`config.mk`:
```
export PLATFORM = sky130hd
export DESIGN_NAME = loopFilterTop
export DESIGN_NICKNAME = d
export VERILOG_FILES = /design/src/hw/loopPkg.sv /design/src/hw/loopFilterTop.sv /design/src/hw/loopLockDetect.sv /design/src/hw/loopIntegrator.sv /design/src/hw/loopErrorScale.sv /design/src/hw/loopRegsAxi.sv
export SDC_FILE = /design/constraint.sdc
export NUM_CORES = 1
export LEC_CHECK = 0
export BUFFER_PORTS_ARGS = -buffer_cell sky130_fd_sc_hd__buf_2
export CORE_MARGIN = 5
export CORE_UTILIZATION = 60
export CTS_CLUSTER_DIAMETER = 40
export CTS_CLUSTER_SIZE = 25
export DETAILED_ROUTE_END_ITERATION = 6
export PLACE_DENSITY = 0.87
export SYNTH_ARGS = -nofsm -noshare
export SYNTH_HDL_FRONTEND = slang
export SYNTH_HIERARCHICAL = 1
export SYNTH_SLANG_ARGS = --single-unit
```
`constraint.sdc`:
```
create_clock -name clk -period 10.94 [get_ports clk]
set_input_delay 3.282 -clock clk [delete_from_list [all_inputs] [get_ports clk]]
set_output_delay 3.282 -clock clk [all_outputs]
set_load 0.1 [all_outputs]
```
`src/hw/loopPkg.sv`:
```
`default_nettype none

package loopPkg;

    localparam int errW     = 12;
    localparam int dataW    = 32;
    localparam int addrW    = 12;
    localparam int expW     = 5;
    localparam int cntW     = 16;
    localparam int unityExp = 11;  // exponent for a gain of one

    // CTRL and LOCK field positions
    localparam int ctrlInvBit   = 0;
    localparam int ctrlZeroBit  = 1;
    localparam int ctrlClearBit = 2;
    localparam int leadLsb      = 8;
    localparam int lagLsb       = 16;
    localparam int syncLsb      = 16;

    localparam logic [1:0] respOkay   = 2'b00;
    localparam logic [1:0] respSlvErr = 2'b10;

    typedef enum logic [addrW-1:0] {
        CTRL   = 12'h000,
        LIMIT  = 12'h004,
        OFFSET = 12'h008,
        LOCK   = 12'h00C,
        ACCUM  = 12'h010,  // read only
        STATUS = 12'h014   // read only
    } loopReg_e;

    typedef enum logic [1:0] {
        WR_IDLE,
        WR_RESP,
        RD_IDLE,
        RD_DATA
    } axiState_e;

    typedef struct packed {
        logic [addrW-1:0]   awaddr;
        logic               awvalid;
        logic [dataW-1:0]   wdata;
        logic [dataW/8-1:0] wstrb;
        logic               wvalid;
        logic               bready;
        logic [addrW-1:0]   araddr;
        logic               arvalid;
        logic               rready;
    } axiLiteReq_t;

    typedef struct packed {
        logic             awready;
        logic             wready;
        logic [1:0]       bresp;
        logic             bvalid;
        logic             arready;
        logic [dataW-1:0] rdata;
        logic [1:0]       rresp;
        logic             rvalid;
    } axiLiteRsp_t;

    typedef struct packed {
        logic             invertError;
        logic             zeroError;
        logic             clearAccum;   // single cycle pulse
        logic [expW-1:0]  leadExp;
        logic [expW-1:0]  lagExp;
        logic [dataW-1:0] limit;
        logic [errW-1:0]  offset;
        logic [cntW-1:0]  lockCount;
        logic [errW-1:0]  syncThreshold;
    } loopCfg_t;

    typedef struct packed {
        logic signed [dataW-1:0] leadTerm;
        logic signed [dataW-1:0] lagTerm;
    } scaledTerms_t;

    typedef struct packed {
        logic signed [dataW-1:0] lagAccum;
        logic                    satPos;
        logic                    satNeg;
        logic                    locked;
    } loopStatus_t;

endpackage

`default_nettype wire
```
`src/hw/loopFilterTop.sv`:
```
`timescale 1ns/1ps
`default_nettype none

module loopFilterTop (
    input  logic                            clk,
    input  logic                            reset,
    input  loopPkg::axiLiteReq_t            axiReq,
    output loopPkg::axiLiteRsp_t            axiRsp,
    input  logic signed [loopPkg::errW-1:0] error,
    input  logic                            errorValid,
    output logic [loopPkg::dataW-1:0]       loopFreq,
    output logic                            freqValid,
    output logic                            satPos,
    output logic                            satNeg,
    output logic                            locked
);
    import loopPkg::*;

    loopCfg_t                cfg;
    loopStatus_t             status;
    scaledTerms_t            terms;
    logic signed [errW-1:0]  condError;
    logic                    valid1;
    logic                    valid2;
    logic signed [dataW-1:0] lagAccum;

    assign status = '{lagAccum: lagAccum, satPos: satPos, satNeg: satNeg, locked: locked};

    loopRegsAxi regs (
        .clk    (clk),
        .reset  (reset),
        .axiReq (axiReq),
        .axiRsp (axiRsp),
        .status (status),
        .cfg    (cfg)
    );

    loopErrorScale scale (
        .clk        (clk),
        .reset      (reset),
        .error      (error),
        .errorValid (errorValid),
        .cfg        (cfg),
        .condError  (condError),
        .valid1     (valid1),
        .terms      (terms),
        .valid2     (valid2)
    );

    loopIntegrator integ (
        .clk        (clk),
        .reset      (reset),
        .terms      (terms),
        .valid2     (valid2),
        .limit      (cfg.limit),
        .clearAccum (cfg.clearAccum),
        .lagAccum   (lagAccum),
        .satPos     (satPos),
        .satNeg     (satNeg),
        .loopFreq   (loopFreq),
        .freqValid  (freqValid)
    );

    loopLockDetect lockDet (
        .clk           (clk),
        .reset         (reset),
        .condError     (condError),
        .valid1        (valid1),
        .lockCount     (cfg.lockCount),
        .syncThreshold (cfg.syncThreshold),
        .locked        (locked)
    );

endmodule

`default_nettype wire

```
`src/hw/loopLockDetect.sv`:
```
`timescale 1ns/1ps
`default_nettype none

module loopLockDetect (
    input  logic                            clk,
    input  logic                            reset,
    input  logic signed [loopPkg::errW-1:0] condError,
    input  logic                            valid1,
    input  logic [loopPkg::cntW-1:0]        lockCount,
    input  logic [loopPkg::errW-1:0]        syncThreshold,
    output logic                            locked
);
    import loopPkg::*;

    logic [errW:0]   magnitude;  // extra bit for -2048
    logic [cntW-1:0] runCount;
    logic [cntW-1:0] nextCount;

    always_comb begin
        magnitude = condError[errW-1] ? -{condError[errW-1], condError}
                                      : {1'b0, condError};
        if (magnitude > {1'b0, syncThreshold}) begin
            nextCount = '0;  // large error breaks the run
        end else if (runCount == '1) begin
            nextCount = runCount;
        end else begin
            nextCount = runCount + 1'b1;
        end
    end

    always_ff @(posedge clk or posedge reset) begin
        if (reset) begin
            runCount <= '0;
            locked   <= 1'b0;
        end else if (valid1) begin
            runCount <= nextCount;
            locked   <= nextCount >= lockCount;  // zero count always locks
        end
    end

endmodule

`default_nettype wire

```
`src/hw/loopIntegrator.sv`:
```
`timescale 1ns/1ps
`default_nettype none

module loopIntegrator (
    input  logic                            clk,
    input  logic                            reset,
    input  loopPkg::scaledTerms_t           terms,
    input  logic                            valid2,
    input  logic [loopPkg::dataW-1:0]       limit,
    input  logic                            clearAccum,
    output logic signed [loopPkg::dataW-1:0] lagAccum,
    output logic                            satPos,
    output logic                            satNeg,
    output logic [loopPkg::dataW-1:0]       loopFreq,
    output logic                            freqValid
);
    import loopPkg::*;

    logic signed [dataW:0]   sum;      // one guard bit
    logic signed [dataW:0]   posLim;
    logic signed [dataW:0]   negLim;
    logic signed [dataW-1:0] leadDly;
    logic                    valid3;

    always_comb begin
        sum    = $signed({lagAccum[dataW-1], lagAccum})
               + $signed({terms.lagTerm[dataW-1], terms.lagTerm});
        posLim = $signed({limit[dataW-1], limit});
        negLim = -posLim;
    end

    always_ff @(posedge clk or posedge reset) begin
        if (reset) begin
            lagAccum  <= '0;
            satPos    <= 1'b0;
            satNeg    <= 1'b0;
            valid3    <= 1'b0;
            freqValid <= 1'b0;
        end else begin
            valid3    <= valid2;
            freqValid <= valid3;
            if (clearAccum) begin
                // clear wins over a sample in the same cycle
                lagAccum <= '0;
                satPos   <= 1'b0;
                satNeg   <= 1'b0;
            end else if (valid2) begin
                if (sum > posLim) begin
                    lagAccum <= posLim[dataW-1:0];
                    satPos   <= 1'b1;
                    satNeg   <= 1'b0;
                end else if (sum < negLim) begin
                    lagAccum <= negLim[dataW-1:0];
                    satPos   <= 1'b0;
                    satNeg   <= 1'b1;
                end else begin
                    lagAccum <= sum[dataW-1:0];
                    satPos   <= 1'b0;
                    satNeg   <= 1'b0;
                end
            end
        end
    end

    // lead term lines up with the updated accumulator
    always_ff @(posedge clk) begin
        if (valid2) begin
            leadDly <= terms.leadTerm;
        end
        if (valid3) begin
            loopFreq <= lagAccum + leadDly;  // wraps
        end
    end

endmodule

`default_nettype wire

```
`src/hw/loopErrorScale.sv`:
```
`timescale 1ns/1ps
`default_nettype none

module loopErrorScale (
    input  logic                           clk,
    input  logic                           reset,
    input  logic signed [loopPkg::errW-1:0] error,
    input  logic                           errorValid,
    input  loopPkg::loopCfg_t              cfg,
    output logic signed [loopPkg::errW-1:0] condError,
    output logic                           valid1,
    output loopPkg::scaledTerms_t          terms,
    output logic                           valid2
);
    import loopPkg::*;

    logic signed [errW-1:0] signedErr;
    logic signed [errW-1:0] nextErr;

    // gain of 2^(k - unityExp), zero exponent switches the term off
    function automatic logic signed [dataW-1:0] powerGain(
        input logic signed [errW-1:0] e,
        input logic [expW-1:0]        k
    );
        logic signed [dataW-1:0] ext;
        ext = e;  // sign extended
        if (k == '0) begin
            return '0;
        end else if (k < unityExp) begin
            return ext >>> (unityExp - k);
        end else begin
            return ext << (k - unityExp);
        end
    endfunction

    always_comb begin
        signedErr = cfg.invertError ? -error : error;
        // offset add wraps in 12 bits
        nextErr   = cfg.zeroError ? '0 : signedErr + cfg.offset;
    end

    always_ff @(posedge clk or posedge reset) begin
        if (reset) begin
            valid1 <= 1'b0;
            valid2 <= 1'b0;
        end else begin
            valid1 <= errorValid;
            valid2 <= valid1;
        end
    end

    always_ff @(posedge clk) begin
        if (errorValid) begin
            condError <= nextErr;
        end
        if (valid1) begin
            terms <= '{leadTerm: powerGain(condError, cfg.leadExp),
                       lagTerm:  powerGain(condError, cfg.lagExp)};
        end
    end

endmodule

`default_nettype wire

```
`src/hw/loopRegsAxi.sv`:
```
`timescale 1ns/1ps
`default_nettype none

module loopRegsAxi (
    input  logic                 clk,
    input  logic                 reset,
    input  loopPkg::axiLiteReq_t axiReq,
    output loopPkg::axiLiteRsp_t axiRsp,
    input  loopPkg::loopStatus_t status,
    output loopPkg::loopCfg_t    cfg
);
    import loopPkg::*;

    axiState_e        wrState;
    axiState_e        rdState;
    logic [dataW-1:0] ctrlReg;
    logic [dataW-1:0] limitReg;
    logic [dataW-1:0] offsetReg;
    logic [dataW-1:0] lockReg;
    logic             clearPulse;
    logic             awReady;
    logic             wReady;
    logic             bValid;
    logic [1:0]       bResp;
    logic             arReady;
    logic             rValid;
    logic [1:0]       rResp;
    logic [dataW-1:0] rData;
    logic             wrFire;
    logic             rdFire;
    logic             wrHit;
    logic             rdHit;
    logic [dataW-1:0] rdValue;

    function automatic logic [dataW-1:0] mergeBytes(
        input logic [dataW-1:0]   oldVal,
        input logic [dataW-1:0]   newVal,
        input logic [dataW/8-1:0] strb
    );
        logic [dataW-1:0] res;
        res = oldVal;
        for (int i = 0; i < dataW/8; i++) begin
            if (strb[i]) begin
                res[8*i +: 8] = newVal[8*i +: 8];
            end
        end
        return res;
    endfunction

    assign wrFire = awReady && wReady && axiReq.awvalid && axiReq.wvalid;
    assign rdFire = arReady && axiReq.arvalid;
    assign wrHit  = axiReq.awaddr inside {CTRL, LIMIT, OFFSET, LOCK};

    always_comb begin
        rdHit   = 1'b1;
        rdValue = '0;
        case (axiReq.araddr)
            CTRL:    rdValue = ctrlReg;
            LIMIT:   rdValue = limitReg;
            OFFSET:  rdValue = offsetReg;
            LOCK:    rdValue = lockReg;
            ACCUM:   rdValue = status.lagAccum;
            STATUS:  rdValue = {{(dataW-3){1'b0}}, status.satNeg, status.satPos, status.locked};
            default: rdHit = 1'b0;  // unmapped reads as zero
        endcase
    end

    // write channel
    always_ff @(posedge clk or posedge reset) begin
        if (reset) begin
            wrState    <= WR_IDLE;
            awReady    <= 1'b0;
            wReady     <= 1'b0;
            bValid     <= 1'b0;
            bResp      <= respOkay;
            clearPulse <= 1'b0;
            ctrlReg    <= '0;
            limitReg   <= '0;
            offsetReg  <= '0;
            lockReg    <= '0;
        end else begin
            clearPulse <= 1'b0;
            case (wrState)
                WR_IDLE: begin
                    if (wrFire) begin
                        awReady <= 1'b0;
                        wReady  <= 1'b0;
                        bValid  <= 1'b1;
                        bResp   <= wrHit ? respOkay : respSlvErr;
                        wrState <= WR_RESP;
                        case (axiReq.awaddr)
                            CTRL: begin
                                // clear bit is never stored, only pulsed
                                ctrlReg <= mergeBytes(ctrlReg, axiReq.wdata, axiReq.wstrb)
                                           & ~(dataW'(1) << ctrlClearBit);
                                clearPulse <= axiReq.wstrb[0] && axiReq.wdata[ctrlClearBit];
                            end
                            LIMIT:   limitReg  <= mergeBytes(limitReg, axiReq.wdata, axiReq.wstrb);
                            OFFSET:  offsetReg <= mergeBytes(offsetReg, axiReq.wdata, axiReq.wstrb);
                            LOCK:    lockReg   <= mergeBytes(lockReg, axiReq.wdata, axiReq.wstrb);
                            default: ;  // read only or unmapped
                        endcase
                    end else if (axiReq.awvalid && axiReq.wvalid) begin
                        awReady <= 1'b1;  // both halves present
                        wReady  <= 1'b1;
                    end
                end
                WR_RESP: begin
                    if (axiReq.bready) begin
                        bValid  <= 1'b0;
                        wrState <= WR_IDLE;
                    end
                end
                default: wrState <= WR_IDLE;
            endcase
        end
    end

    // read channel
    always_ff @(posedge clk or posedge reset) begin
        if (reset) begin
            rdState <= RD_IDLE;
            arReady <= 1'b0;
            rValid  <= 1'b0;
            rResp   <= respOkay;
            rData   <= '0;
        end else begin
            case (rdState)
                RD_IDLE: begin
                    if (rdFire) begin
                        arReady <= 1'b0;
                        rValid  <= 1'b1;
                        rData   <= rdValue;
                        rResp   <= rdHit ? respOkay : respSlvErr;
                        rdState <= RD_DATA;
                    end else if (axiReq.arvalid) begin
                        arReady <= 1'b1;
                    end
                end
                RD_DATA: begin
                    if (axiReq.rready) begin
                        rValid  <= 1'b0;
                        rdState <= RD_IDLE;
                    end
                end
                default: rdState <= RD_IDLE;
            endcase
        end
    end

    assign axiRsp = '{awready: awReady, wready: wReady, bresp: bResp, bvalid: bValid,
                      arready: arReady, rdata: rData, rresp: rResp, rvalid: rValid};

    assign cfg = '{invertError:   ctrlReg[ctrlInvBit],
                   zeroError:     ctrlReg[ctrlZeroBit],
                   clearAccum:    clearPulse,
                   leadExp:       ctrlReg[leadLsb +: expW],
                   lagExp:        ctrlReg[lagLsb +: expW],
                   limit:         limitReg,
                   offset:        offsetReg[dataW-1 -: errW],  // top bits only
                   lockCount:     lockReg[cntW-1:0],
                   syncThreshold: lockReg[syncLsb +: errW]};

endmodule

`default_nettype wire

```
**Word-level counts from Yosys, hierarchy flattened**

Cells that the tools add are included.

- Register bits after elaboration: 367
- Input port bits: 80
- Output and inout bits: 77
- Word-level logic and storage cells: 158

- Add/sub/neg operators: 11
- Reductions and logical operators: 41
- Order comparisons: 6
- Shift operators: 4
- Equal/unequal tests: 16
- Mux-type cells: 40

Operators by type and width:

| cell | number |
|---|---|
| $mux W32 | 6 |
| $pmux W32 S6 | 1 |
| $reduce_and A4 Y1 | 16 |
| $shl A32 B32 Y32 | 2 |
| $sshr A12 B32 Y32 | 2 |
| $eq A12 B4 Y1 const B | 4 |
| $add A32 B32 Y33 | 1 |
| $gt A33 B32 Y1 | 1 |
| $lt A33 B33 Y1 | 1 |
| $neg A32 Y33 | 1 |
| $add A32 B32 Y32 | 1 |
| $mux W16 | 2 |
| $eq A12 B3 Y1 const B | 2 |
| $eq A12 B5 Y1 const B | 2 |
| $logic_not A12 Y1 | 2 |
| $mux W1 | 19 |
| $add A16 B1 Y16 const B | 1 |
| $eq A16 B16 Y1 const B | 1 |
| $ge A16 B16 Y1 | 1 |
| $gt A13 B12 Y1 | 1 |
| $mux W13 | 1 |
| $neg A13 Y13 | 1 |
| $add A12 B12 Y12 | 1 |
| $mux W12 | 1 |
| other kinds (19) | 47 |

**Longest topological paths before layout**

Gate-level depths: netlist (run 1).

- Word-level depth: 6
- Depth in mapped cells: 23

**Modules after synthesis**

The synthesis (run 1) kept the hierarchy.

By module, submodules not included:

| module | seq. area each (µm²) | instances | area each (µm²) | cells an instance |
|---|---|---|---|---|
| loopIntegrator | 2822.7 | 1 | 9357.7 | 1025 |
| loopRegsAxi | 4154.0 | 1 | 8001.4 | 545 |
| loopErrorScale | 2332.2 | 1 | 7138.1 | 803 |
| loopLockDetect | 425.4 | 1 | 2167.1 | 287 |

**Worst setup path after synthesis (run 1)**

OpenSTA, ideal clock, no wires.

- Path kind: input to register
- From: in error[0] in the netlist's numbering
- To: reg scale/condError[10] in the netlist's numbering (data pin)
- Stages on the path: 9
- Arrival: 5.382 ns
- Slack: 5.288 ns
- Buffers on the path: 0
- Cells stage by stage: or3_1 or3_1 o31ai_1 xnor2_1 ha_1 a2111o_1 a21oi_1 or3_1 a21oi_1

- Cells in the longest elaborated chain, start to end: 3

Ends and longest elaborated chain:

| what | RTL line | text |
|---|---|---|
| start: declaration | loopFilterTop.sv:9 | `input logic signed [loopPkg::errW-1:0] error,` |
| $neg A12 Y12 | loopErrorScale.sv:37 | `signedErr = cfg.invertError ? -error : error;` |
| $mux W12 (*) | loopErrorScale.sv:37 |  |
| $add A12 B12 Y12 (*) | loopErrorScale.sv:39 | `nextErr = cfg.zeroError ? '0 : signedErr + cfg.offset;` |
| end signal: assignment | loopErrorScale.sv:54 | `condError <= nextErr;` |
| end: declaration | loopErrorScale.sv:10 | `output logic signed [loopPkg::errW-1:0] condError,` |

Every way passes the cells marked *; elsewhere a longest branch is shown, timed or not.
A chain may end at the register's enable or synchronous reset.

**Final worst setup path (run 1)**

- From: reg integ/lagAccum[5] in the netlist's numbering
- To: reg integ/lagAccum[6] in the netlist's numbering

- Cells in the longest elaborated chain, start to end: 6
- Elaborated cells between the ends (all ways): 7
- Classes of those cells: add/sub: 1; order compare: 2; mux: 4

Ends and longest elaborated chain:

| what | RTL line | text |
|---|---|---|
| start: declaration | loopIntegrator.sv:11 | `output logic signed [loopPkg::dataW-1:0] lagAccum,` |
| start signal: assignment | loopIntegrator.sv:49 | `lagAccum <= posLim[dataW-1:0];` |
| start signal: assignment | loopIntegrator.sv:53 | `lagAccum <= negLim[dataW-1:0];` |
| start signal: assignment | loopIntegrator.sv:57 | `lagAccum <= sum[dataW-1:0];` |
| $add A32 B32 Y33 (*) | loopIntegrator.sv:27 | `+ $signed({terms.lagTerm[dataW-1], terms.lagTerm});` |
| $lt A33 B33 Y1 | loopIntegrator.sv:52 | `end else if (sum < negLim) begin` |
| $mux W32 | loopIntegrator.sv:52 |  |
| $mux W32 (*) | loopIntegrator.sv:48 | `if (sum > posLim) begin` |
| $mux W32 (*) | loopIntegrator.sv:47 | `end else if (valid2) begin` |
| $mux W32 (*) | loopIntegrator.sv:42 | `if (clearAccum) begin` |

Every way passes the cells marked *; elsewhere a longest branch is shown, timed or not. The select of a mux whose other input is x is not followed.

==> out/metrics.yaml, run 1 <==
drt-pass1-iter-count: 7
aggregate_global_route_resource_usage_pct: 34.2
synth-seq-area-share_pct: 36.5
drt-initial-drc-count: 3364
final.setup_skew_ns: 0.0245
timing.hold.worst_path_depth: 0
hold-path-endpoint: "integ/leadDly[23]"
fin_crit_ns: 6.53
gr-usage-met1_pct: 44.1
grt_overflow: 0
syn_area_per_cell_um2: 10.0
cts_hold_buf: 0
fraction_of_met3_tracks_used_by_global_routing_pct: 8.27
postSynth.topFlopCell: "sky130_fd_sc_hd__dfrtp_1"
grt_most_used_layer: "met2"
sort_of_element_at_the_end_of_the_critical_path: "flop"
antenna_violating_nets_post_route: 0
hold_ws_ns: 0.417
clock-sinks: 361
yosysTopAreaCell: "sky130_fd_sc_hd__dfrtp_1"
layout.nets: 2970
finalSetupTns_ns: 0
setup.worst_path.start_class: "flop"
post_synth_num_cell_types: 109
cts_repair_resize_count: 0
wire_length_of_the_first_global_routing_pass_um: 132000
p_per_area_nw_per_um2: 195
syn_to_final_growth_pct: 9.49
die-height_um: 221
die_area_um2: 48800
cts_inserted_buffers: 52
yosysWarningCount: 6
syn_std_cell_area_um2: 26700
final_design_area_no_fill_um2: 29200
failed_checks: "design-rule violations"
placement.cell_area_um2: 27300
detail_route.vias_per_cell: 7.01
hold_path_class: "reg2reg"
clk_pin_slew_worst_paths_ns: 0.07
worst_ir_drop_vdd_mv: 0.142
crit-reg2reg-capture: "integ/lagAccum[6]"
max_cap_viol_count: 0
number_of_i_o_port_buffers: 154
synth-edff-count: 140
outcome: "finished, violations left"
clock_tree.buffer_depth: 3
reg2reg_setup_slack_ns: 4.41
gr_met2_demand_resource_pct: 54.1
grt_pass1_vias: 22400
wl_um: 88100
route.vias.total: 23500
ioPinCount: 157
postCtsSetupRepairBufs: 0
share_of_final_layout_standard_cells_stronger_than_drive_strength_1_pct: 19.5
worst_pin_slew_ns: 1.13
die-width_um: 221
initial_core_util_pct: 60.4
clkLatencyLatePin_ns: 0.61
critical_path.reg2reg.startpoint: "integ/lagAccum[5]"
slew_violations: 0
synth_most_common_cell: "sky130_fd_sc_hd__dfrtp_1"
timing.final.setup_violations: 0
critPathArrivalTime_ns: 7.01
global_placement_routability_congestion: 1.04
total_power_mw: 5.69
critical_path_peak_fanout: 53
post-route-worst-setup-slack_ns: 4.41
worst_ep_required_time_ns: 11.43
wl_per_cell_um: 26.4
grt_setup_unrepaired: "false"
clk_root_buffer_cell: "sky130_fd_sc_hd__clkbuf_16"
timing.slew.headroom_pct: 24.3
synth_cells: 2660
final_min_period_over_clock_period_pct: 59.7
grt_antenna_before_repair: 9
ys_ff_latch: 361
hold_viol_final: 0
synthTopCellsByArea: "sky130_fd_sc_hd__dfrtp_1 21%, sky130_fd_sc_hd__edfxtp_1 16%, sky130_fd_sc_hd__ha_1 8.6%"
timing.hold.worst.start: "scale/terms[55]"
total_leakage_power_nw: 12.5
path_class: "reg2reg"
ff2ff_path_depth: 19
grt_start_max_net_pins: 89
post_synth_most_frequent_cells: "221 x sky130_fd_sc_hd__dfrtp_1, 184 x sky130_fd_sc_hd__ha_1, 175 x sky130_fd_sc_hd__nand2_1"
place_hpwl_um: 63900
placement_rows: 77
detail_route.drc_violations: 8
core_region_area_um2: 44100
h_tree_depth: 2
tritoncts: "yes"
yosys.area.top_type_share_pct: 20.7
synth_async_sr_flop_share_pct: 61.2
pre_cts_ws_ns: 4.54
achievable_freq_mhz: 153
-- metal layers --
layer / wire length, µm / vias to the layer above
met3: 10200 / 348
met1: 32700 / 11300
li1: - / 10100
met4: 5570 / 4
met5: 34 / -
met2: 39700 / 1715
-- area by class of cell --
type                            count  area, µm²
Fill cell                        3338      14900
Timing Repair Buffer              174        921
Antenna cell                        6       15.0
Inverter                          120        455
Tap cell                          592        741
Clock inverter                     45        543
Multi-Input combinational cell   1994      15500
Sequential cell                   361       9740
Clock buffer                       53       1320
-- sequential cells by signal, summed over array words and instances, names as in the netlist, 12 cells and up --
| register | count |
|---|---|
| scale/terms | 64 |
| regs/offsetReg | 32 |
| regs/rData | 32 |
| regs/lockReg | 32 |
| integ/lagAccum | 32 |
| integ/loopFreq | 32 |
| regs/limitReg | 32 |
| integ/leadDly | 32 |
| regs/ctrlReg | 31 |
| lockDet/runCount | 16 |
| scale/condError | 12 |
-- worst max-delay path, cell delays in order (launching register included) --
cell and delay, ns:
sky130_fd_sc_hd__dfrtp_1 0.43, sky130_fd_sc_hd__ha_1 0.38, sky130_fd_sc_hd__o21ai_0 0.17, sky130_fd_sc_hd__nor3_1 0.33, sky130_fd_sc_hd__a31oi_1 0.21, sky130_fd_sc_hd__o31ai_1 0.56
sky130_fd_sc_hd__a31oi_1 0.29, sky130_fd_sc_hd__o21ai_0 0.62, sky130_fd_sc_hd__mux2i_1 0.32, sky130_fd_sc_hd__nand2_1 0.11, sky130_fd_sc_hd__ha_1 0.33, sky130_fd_sc_hd__a211oi_1 0.20
sky130_fd_sc_hd__nand2_1 0.07, sky130_fd_sc_hd__a31oi_1 0.12, sky130_fd_sc_hd__o21ai_0 0.14, sky130_fd_sc_hd__a2111oi_0 0.59, sky130_fd_sc_hd__or2_2 0.85, sky130_fd_sc_hd__and3_1 0.28
sky130_fd_sc_hd__o22ai_1 0.07, sky130_fd_sc_hd__a32o_1 0.29
-- worst max-delay path by stage --
stage               slack [ns]  depth (start not counted)               from           endpoint
finish                    4.41                         19  integ/lagAccum[5]  integ/lagAccum[6]
global route              3.90                         19  integ/lagAccum[9]  integ/lagAccum[6]
CTS                       4.52                         19  integ/lagAccum[5]  integ/lagAccum[6]
detailed placement        4.54                         19  integ/lagAccum[5]  integ/lagAccum[6]
global placement          4.68                         19  integ/lagAccum[5]  integ/lagAccum[9]
floorplan                 3.17                          1              reset       regs/arReady
-- through the flow --
stage / utilization [%] / instances
after floorplan: - / 2661
after CTS: 66.1 / 3339
final: 66.2 / 3345
after global placement: 61.9 / 3241
after detailed placement: 61.9 / 3241
after global routing: 66.2 / 3343
-- report_power, final --
part	internal, mW	leakage, nW	switching, mW
Clock	0.988	0.894	0.775
Sequential	1.54	4.44	0.175
Combinational	0.702	7.21	1.51
Total	3.23	12.5	2.46
-- cells in the final DEF (no fill, tap or decap), types with 15 or more instances in the layout --
cell,Yosys,routed
sky130_fd_sc_hd__nand2b_1,29,29
sky130_fd_sc_hd__edfxtp_1,140,140
sky130_fd_sc_hd__mux4_2,48,48
sky130_fd_sc_hd__nor3_1,60,60
sky130_fd_sc_hd__nand2_1,175,175
sky130_fd_sc_hd__nor2b_1,19,19
sky130_fd_sc_hd__a221o_1,32,32
sky130_fd_sc_hd__mux2_2,140,140
sky130_fd_sc_hd__nand4_1,31,31
sky130_fd_sc_hd__buf_4,65,20
sky130_fd_sc_hd__a21o_1,39,39
sky130_fd_sc_hd__a32o_1,15,15
sky130_fd_sc_hd__o211ai_1,26,26
sky130_fd_sc_hd__clkbuf_16,0,52
sky130_fd_sc_hd__a31oi_1,43,43
sky130_fd_sc_hd__xor2_1,25,25
sky130_fd_sc_hd__ha_1,184,184
sky130_fd_sc_hd__o21ai_1,24,24
sky130_fd_sc_hd__a211oi_1,36,36
sky130_fd_sc_hd__mux2i_1,58,58
sky130_fd_sc_hd__nor2_1,165,162
sky130_fd_sc_hd__and2_1,17,17
sky130_fd_sc_hd__inv_1,115,114
sky130_fd_sc_hd__and3_1,18,18
sky130_fd_sc_hd__o21a_1,20,20
sky130_fd_sc_hd__o31ai_1,20,20
sky130_fd_sc_hd__xnor2_1,93,93
sky130_fd_sc_hd__nand3_1,52,52
sky130_fd_sc_hd__o21ai_0,119,119
sky130_fd_sc_hd__dfrtp_1,221,220
sky130_fd_sc_hd__buf_2,42,154
sky130_fd_sc_hd__o22ai_1,19,19
sky130_fd_sc_hd__or3_1,38,38
sky130_fd_sc_hd__a21oi_1,163,163
sky130_fd_sc_hd__o21bai_1,15,15
sky130_fd_sc_hd__nor4_1,15,15
sky130_fd_sc_hd__nor3b_1,33,33
-- kinds of logic after synthesis --
family	after synthesis	share of synthesized area (%)
buffers and inverters	306	5.53
adders and majority gates	187	8.86
and+or+nand+nor	741	15.1
muxes	248	12.2
xor gates and xnor gates	121	4.06
other	1	0.0141
AOI/OAI and AO/OA	695	17.7
DFF	361	36.5
Power figures use the tool's default switching activity.
==> run 2: changes to the inputs <==
==> constraint.sdc (replaced) <==
create_clock -name clk -period 6.74 [get_ports clk]
set_input_delay 2.022 -clock clk [delete_from_list [all_inputs] [get_ports clk]]
set_output_delay 2.022 -clock clk [all_outputs]
set_load 0.1 [all_outputs]
==> run 2 against run 1 <==
  * Combinational power is 65% higher
  * Highest routed layer unchanged
  * Fmax is 4.3% higher
  * Final area is 0.52% higher
  * The flow now finishes without violations
  * Non-clock buffer count is 11 higher
  * Sequential share of layout area is 0.17 points lower
  * Largest cell class unchanged
  * Clock-buffer cell count is 7 higher
  * Largest power group unchanged
  * Critical path depth is 2 higher
==> out/metrics.yaml, run 2 (same netlist as run 1, synthesis figures left out) <==
outcome: "finished, final reports clean"
placement_rows: 77
clock-sinks: 361
wl_per_cell_um: 26.2
detail_route.drc_violations: 0
number_of_flip_flops_in_the_largest_register: 64
cp_slowest_stage_delay_ns: 0.44
aggregate_global_route_resource_usage_pct: 34.5
critPathBufInv: 1
wire_length_of_the_first_global_routing_pass_um: 134000
die-height_um: 221
place_hpwl_um: 64200
critPathTopFamily: "compound AO/OA/AOI/OAI gates"
worst_ep_required_time_ns: 7.22
ff2ff_path_depth: 21
critical_path_peak_fanout: 41
grt_antenna_before_repair: 8
die-width_um: 221
syn_to_final_growth_pct: 10.1
critical_path.reg2reg.startpoint: "integ/lagAccum[0]"
clk_root_buffer_cell: "sky130_fd_sc_hd__clkbuf_16"
path_class: "reg2reg"
clk_pin_slew_worst_paths_ns: 0.06
global_placement_routability_congestion: 1.02
layout.nets: 2984
timing.hold.worst_path_depth: 0
grt_pass1_vias: 22800
core_region_area_um2: 44100
hold_path_class: "reg2reg"
reg2reg_setup_slack_ns: 0.48
final.setup_skew_ns: 0.0249
layout_common_cells: "220 x sky130_fd_sc_hd__dfrtp_1, 184 x sky130_fd_sc_hd__ha_1, 175 x sky130_fd_sc_hd__nand2_1"
achievable_freq_mhz: 160
antenna_violating_nets_post_route: 0
clock_tree.buffer_depth: 3
max_cap_viol_count: 0
worst_pin_slew_ns: 1.07
wl_um: 88000
grt_setup_unrepaired: "false"
clkLatencyLatePin_ns: 0.61
total_leakage_power_nw: 12.6
timing.critical_path.slowest_stage_cell: "sky130_fd_sc_hd__dfrtp_1"
h_tree_depth: 2
cts_inserted_buffers: 55
finalSetupTns_ns: 0
share_of_final_layout_standard_cells_stronger_than_drive_strength_1_pct: 19.8
worst_ir_drop_vdd_mv: 0.285
initial_core_util_pct: 60.4
timing.hold.worst.start: "scale/terms[61]"
fin_crit_ns: 6.26
sort_of_element_at_the_end_of_the_critical_path: "flop"
critPathArrivalTime_ns: 6.74
wl_met2_um: 39900
top_signal_layer_used: "met5"
grt_start_max_net_pins: 68
final_min_period_over_clock_period_pct: 92.9
fin_util_pct: 66.5
cts_hold_buf: 0
tritoncts: "yes"
max_flop_register: "scale/terms"
hold_viol_final: 0
worst-path-stages: 21
route.met3.wl_um: 9710
p_per_area_nw_per_um2: 318
crit-reg2reg-capture: "integ/lagAccum[9]"
drt-pass1-iter-count: 6
timing.slew.headroom_pct: 28.0
hold_ws_ns: 0.418
ioPinCount: 157
slew_violations: 0
die_area_um2: 48800
grt_overflow: 0
route.vias.total: 23300
number_of_i_o_port_buffers: 154
crit_path_cell_trace: "ha_1 -> fa_1 -> a211oi_1 -> o21ai_1 -> a22oi_1 -> a21oi_1 -> o41ai_2 -> nand2b_1 -> a21oi_1 -> nor2b_1 -> o31ai_1 -> ha_1 -> a31oi_1 -> o41ai_1 -> a41oi_1 -> nand4b_1 -> o2111ai_1 -> o21ai_4 -> buf_12 -> or3_1 -> a32o_1"
drt-initial-drc-count: 3375
detail_route.vias_per_cell: 6.94
layout_commonest_cell: "sky130_fd_sc_hd__dfrtp_1"
setup.worst_path.start_class: "flop"
met1Wirelength_um: 33200
timing.final.setup_violations: 0
hold-path-endpoint: "integ/leadDly[29]"
-- run 2: cell types whose count changed in the layout (fill, tap and decap cells not counted), moves of 2 or more --
cell	before	now
sky130_fd_sc_hd__clkinv_4	4	9
sky130_fd_sc_hd__clkbuf_16	52	55
sky130_fd_sc_hd__clkbuf_1	0	5
sky130_fd_sc_hd__clkinv_2	2	6
sky130_fd_sc_hd__clkinv_8	7	4
sky130_fd_sc_hd__inv_8	11	7
sky130_fd_sc_hd__bufinv_16	2	4
sky130_fd_sc_hd__buf_4	20	30
sky130_fd_sc_hd__clkinv_1	1	3
sky130_fd_sc_hd__inv_6	12	5
-- run 2: timing repair --
item	in CTS	in global routing
gates resized for setup	0	3
buffers inserted	0	0
setup endpoints to repair	0	32
-- run 2: power by group --
| group | internal (mW) | switching (mW) |
|---|---|---|
| sequential | 2.51 | 0.276 |
| clock | 1.71 | 1.19 |
| combinational | 1.18 | 2.47 |
-- run 2: routing by layer --
layer / vias up / track usage [%]
met3: 327 / 8.28
met5: - / 0
li1: 10200 / -
met2: 1537 / 54.4
met4: 6 / 17.0
met1: 11300 / 45.0
-- run 2: how the worst max path moves through the flow --
| stage | startpoint | end |
|---|---|---|
| 2_1_floorplan | reset | regs/arReady |
| 3_3_place_gp | integ/lagAccum[0] | integ/lagAccum[3] |
| 3_5_place_dp | integ/lagAccum[0] | integ/lagAccum[17] |
| 4_1_cts | integ/lagAccum[0] | integ/lagAccum[17] |
| 5_1_grt | integ/lagAccum[0] | integ/lagAccum[17] |
| 6_report | integ/lagAccum[0] | integ/lagAccum[9] |
-- run 2: stage by stage --
step | instances | cell area [µm²] | total power [mW] | worst slack [ns]
2_1_floorplan | 2661 | 26700 | 5.44 | 0.228
4_1_cts | 3355 | 29300 | 9.26 | 0.321
3_5_place_dp | 3252 | 27400 | 6.34 | 0.360
6_report | 3360 | 29300 | 9.33 | 0.479
5_1_grt | 3359 | 29300 | 9.71 | 0.0794
3_3_place_gp | 3252 | 27400 | 6.24 | 0.521
-- run 2: layout make-up --
type | instances | area [µm²]
inverter | 120 | 455
tap | 592 | 741
multi-input combinational | 1994 | 15500
fill | 3301 | 14800
timing repair buffer | 185 | 1020
clock inverter | 43 | 513
sequential | 361 | 9740
clock buffer | 60 | 1400
antenna | 5 | 12.5
-- run 2: worst register-to-register path: stages, from the launching register on --
cell and delay [ns]:
sky130_fd_sc_hd__dfrtp_1 0.44, sky130_fd_sc_hd__ha_1 0.27, sky130_fd_sc_hd__fa_1 0.43, sky130_fd_sc_hd__a211oi_1 0.33
sky130_fd_sc_hd__o21ai_1 0.24, sky130_fd_sc_hd__a22oi_1 0.34, sky130_fd_sc_hd__a21oi_1 0.19, sky130_fd_sc_hd__o41ai_2 0.40
sky130_fd_sc_hd__nand2b_1 0.15, sky130_fd_sc_hd__a21oi_1 0.17, sky130_fd_sc_hd__nor2b_1 0.06, sky130_fd_sc_hd__o31ai_1 0.40
sky130_fd_sc_hd__ha_1 0.36, sky130_fd_sc_hd__a31oi_1 0.24, sky130_fd_sc_hd__o41ai_1 0.12, sky130_fd_sc_hd__a41oi_1 0.27
sky130_fd_sc_hd__nand4b_1 0.19, sky130_fd_sc_hd__o2111ai_1 0.43, sky130_fd_sc_hd__o21ai_4 0.23, sky130_fd_sc_hd__buf_12 0.24
sky130_fd_sc_hd__or3_1 0.38, sky130_fd_sc_hd__a32o_1 0.25
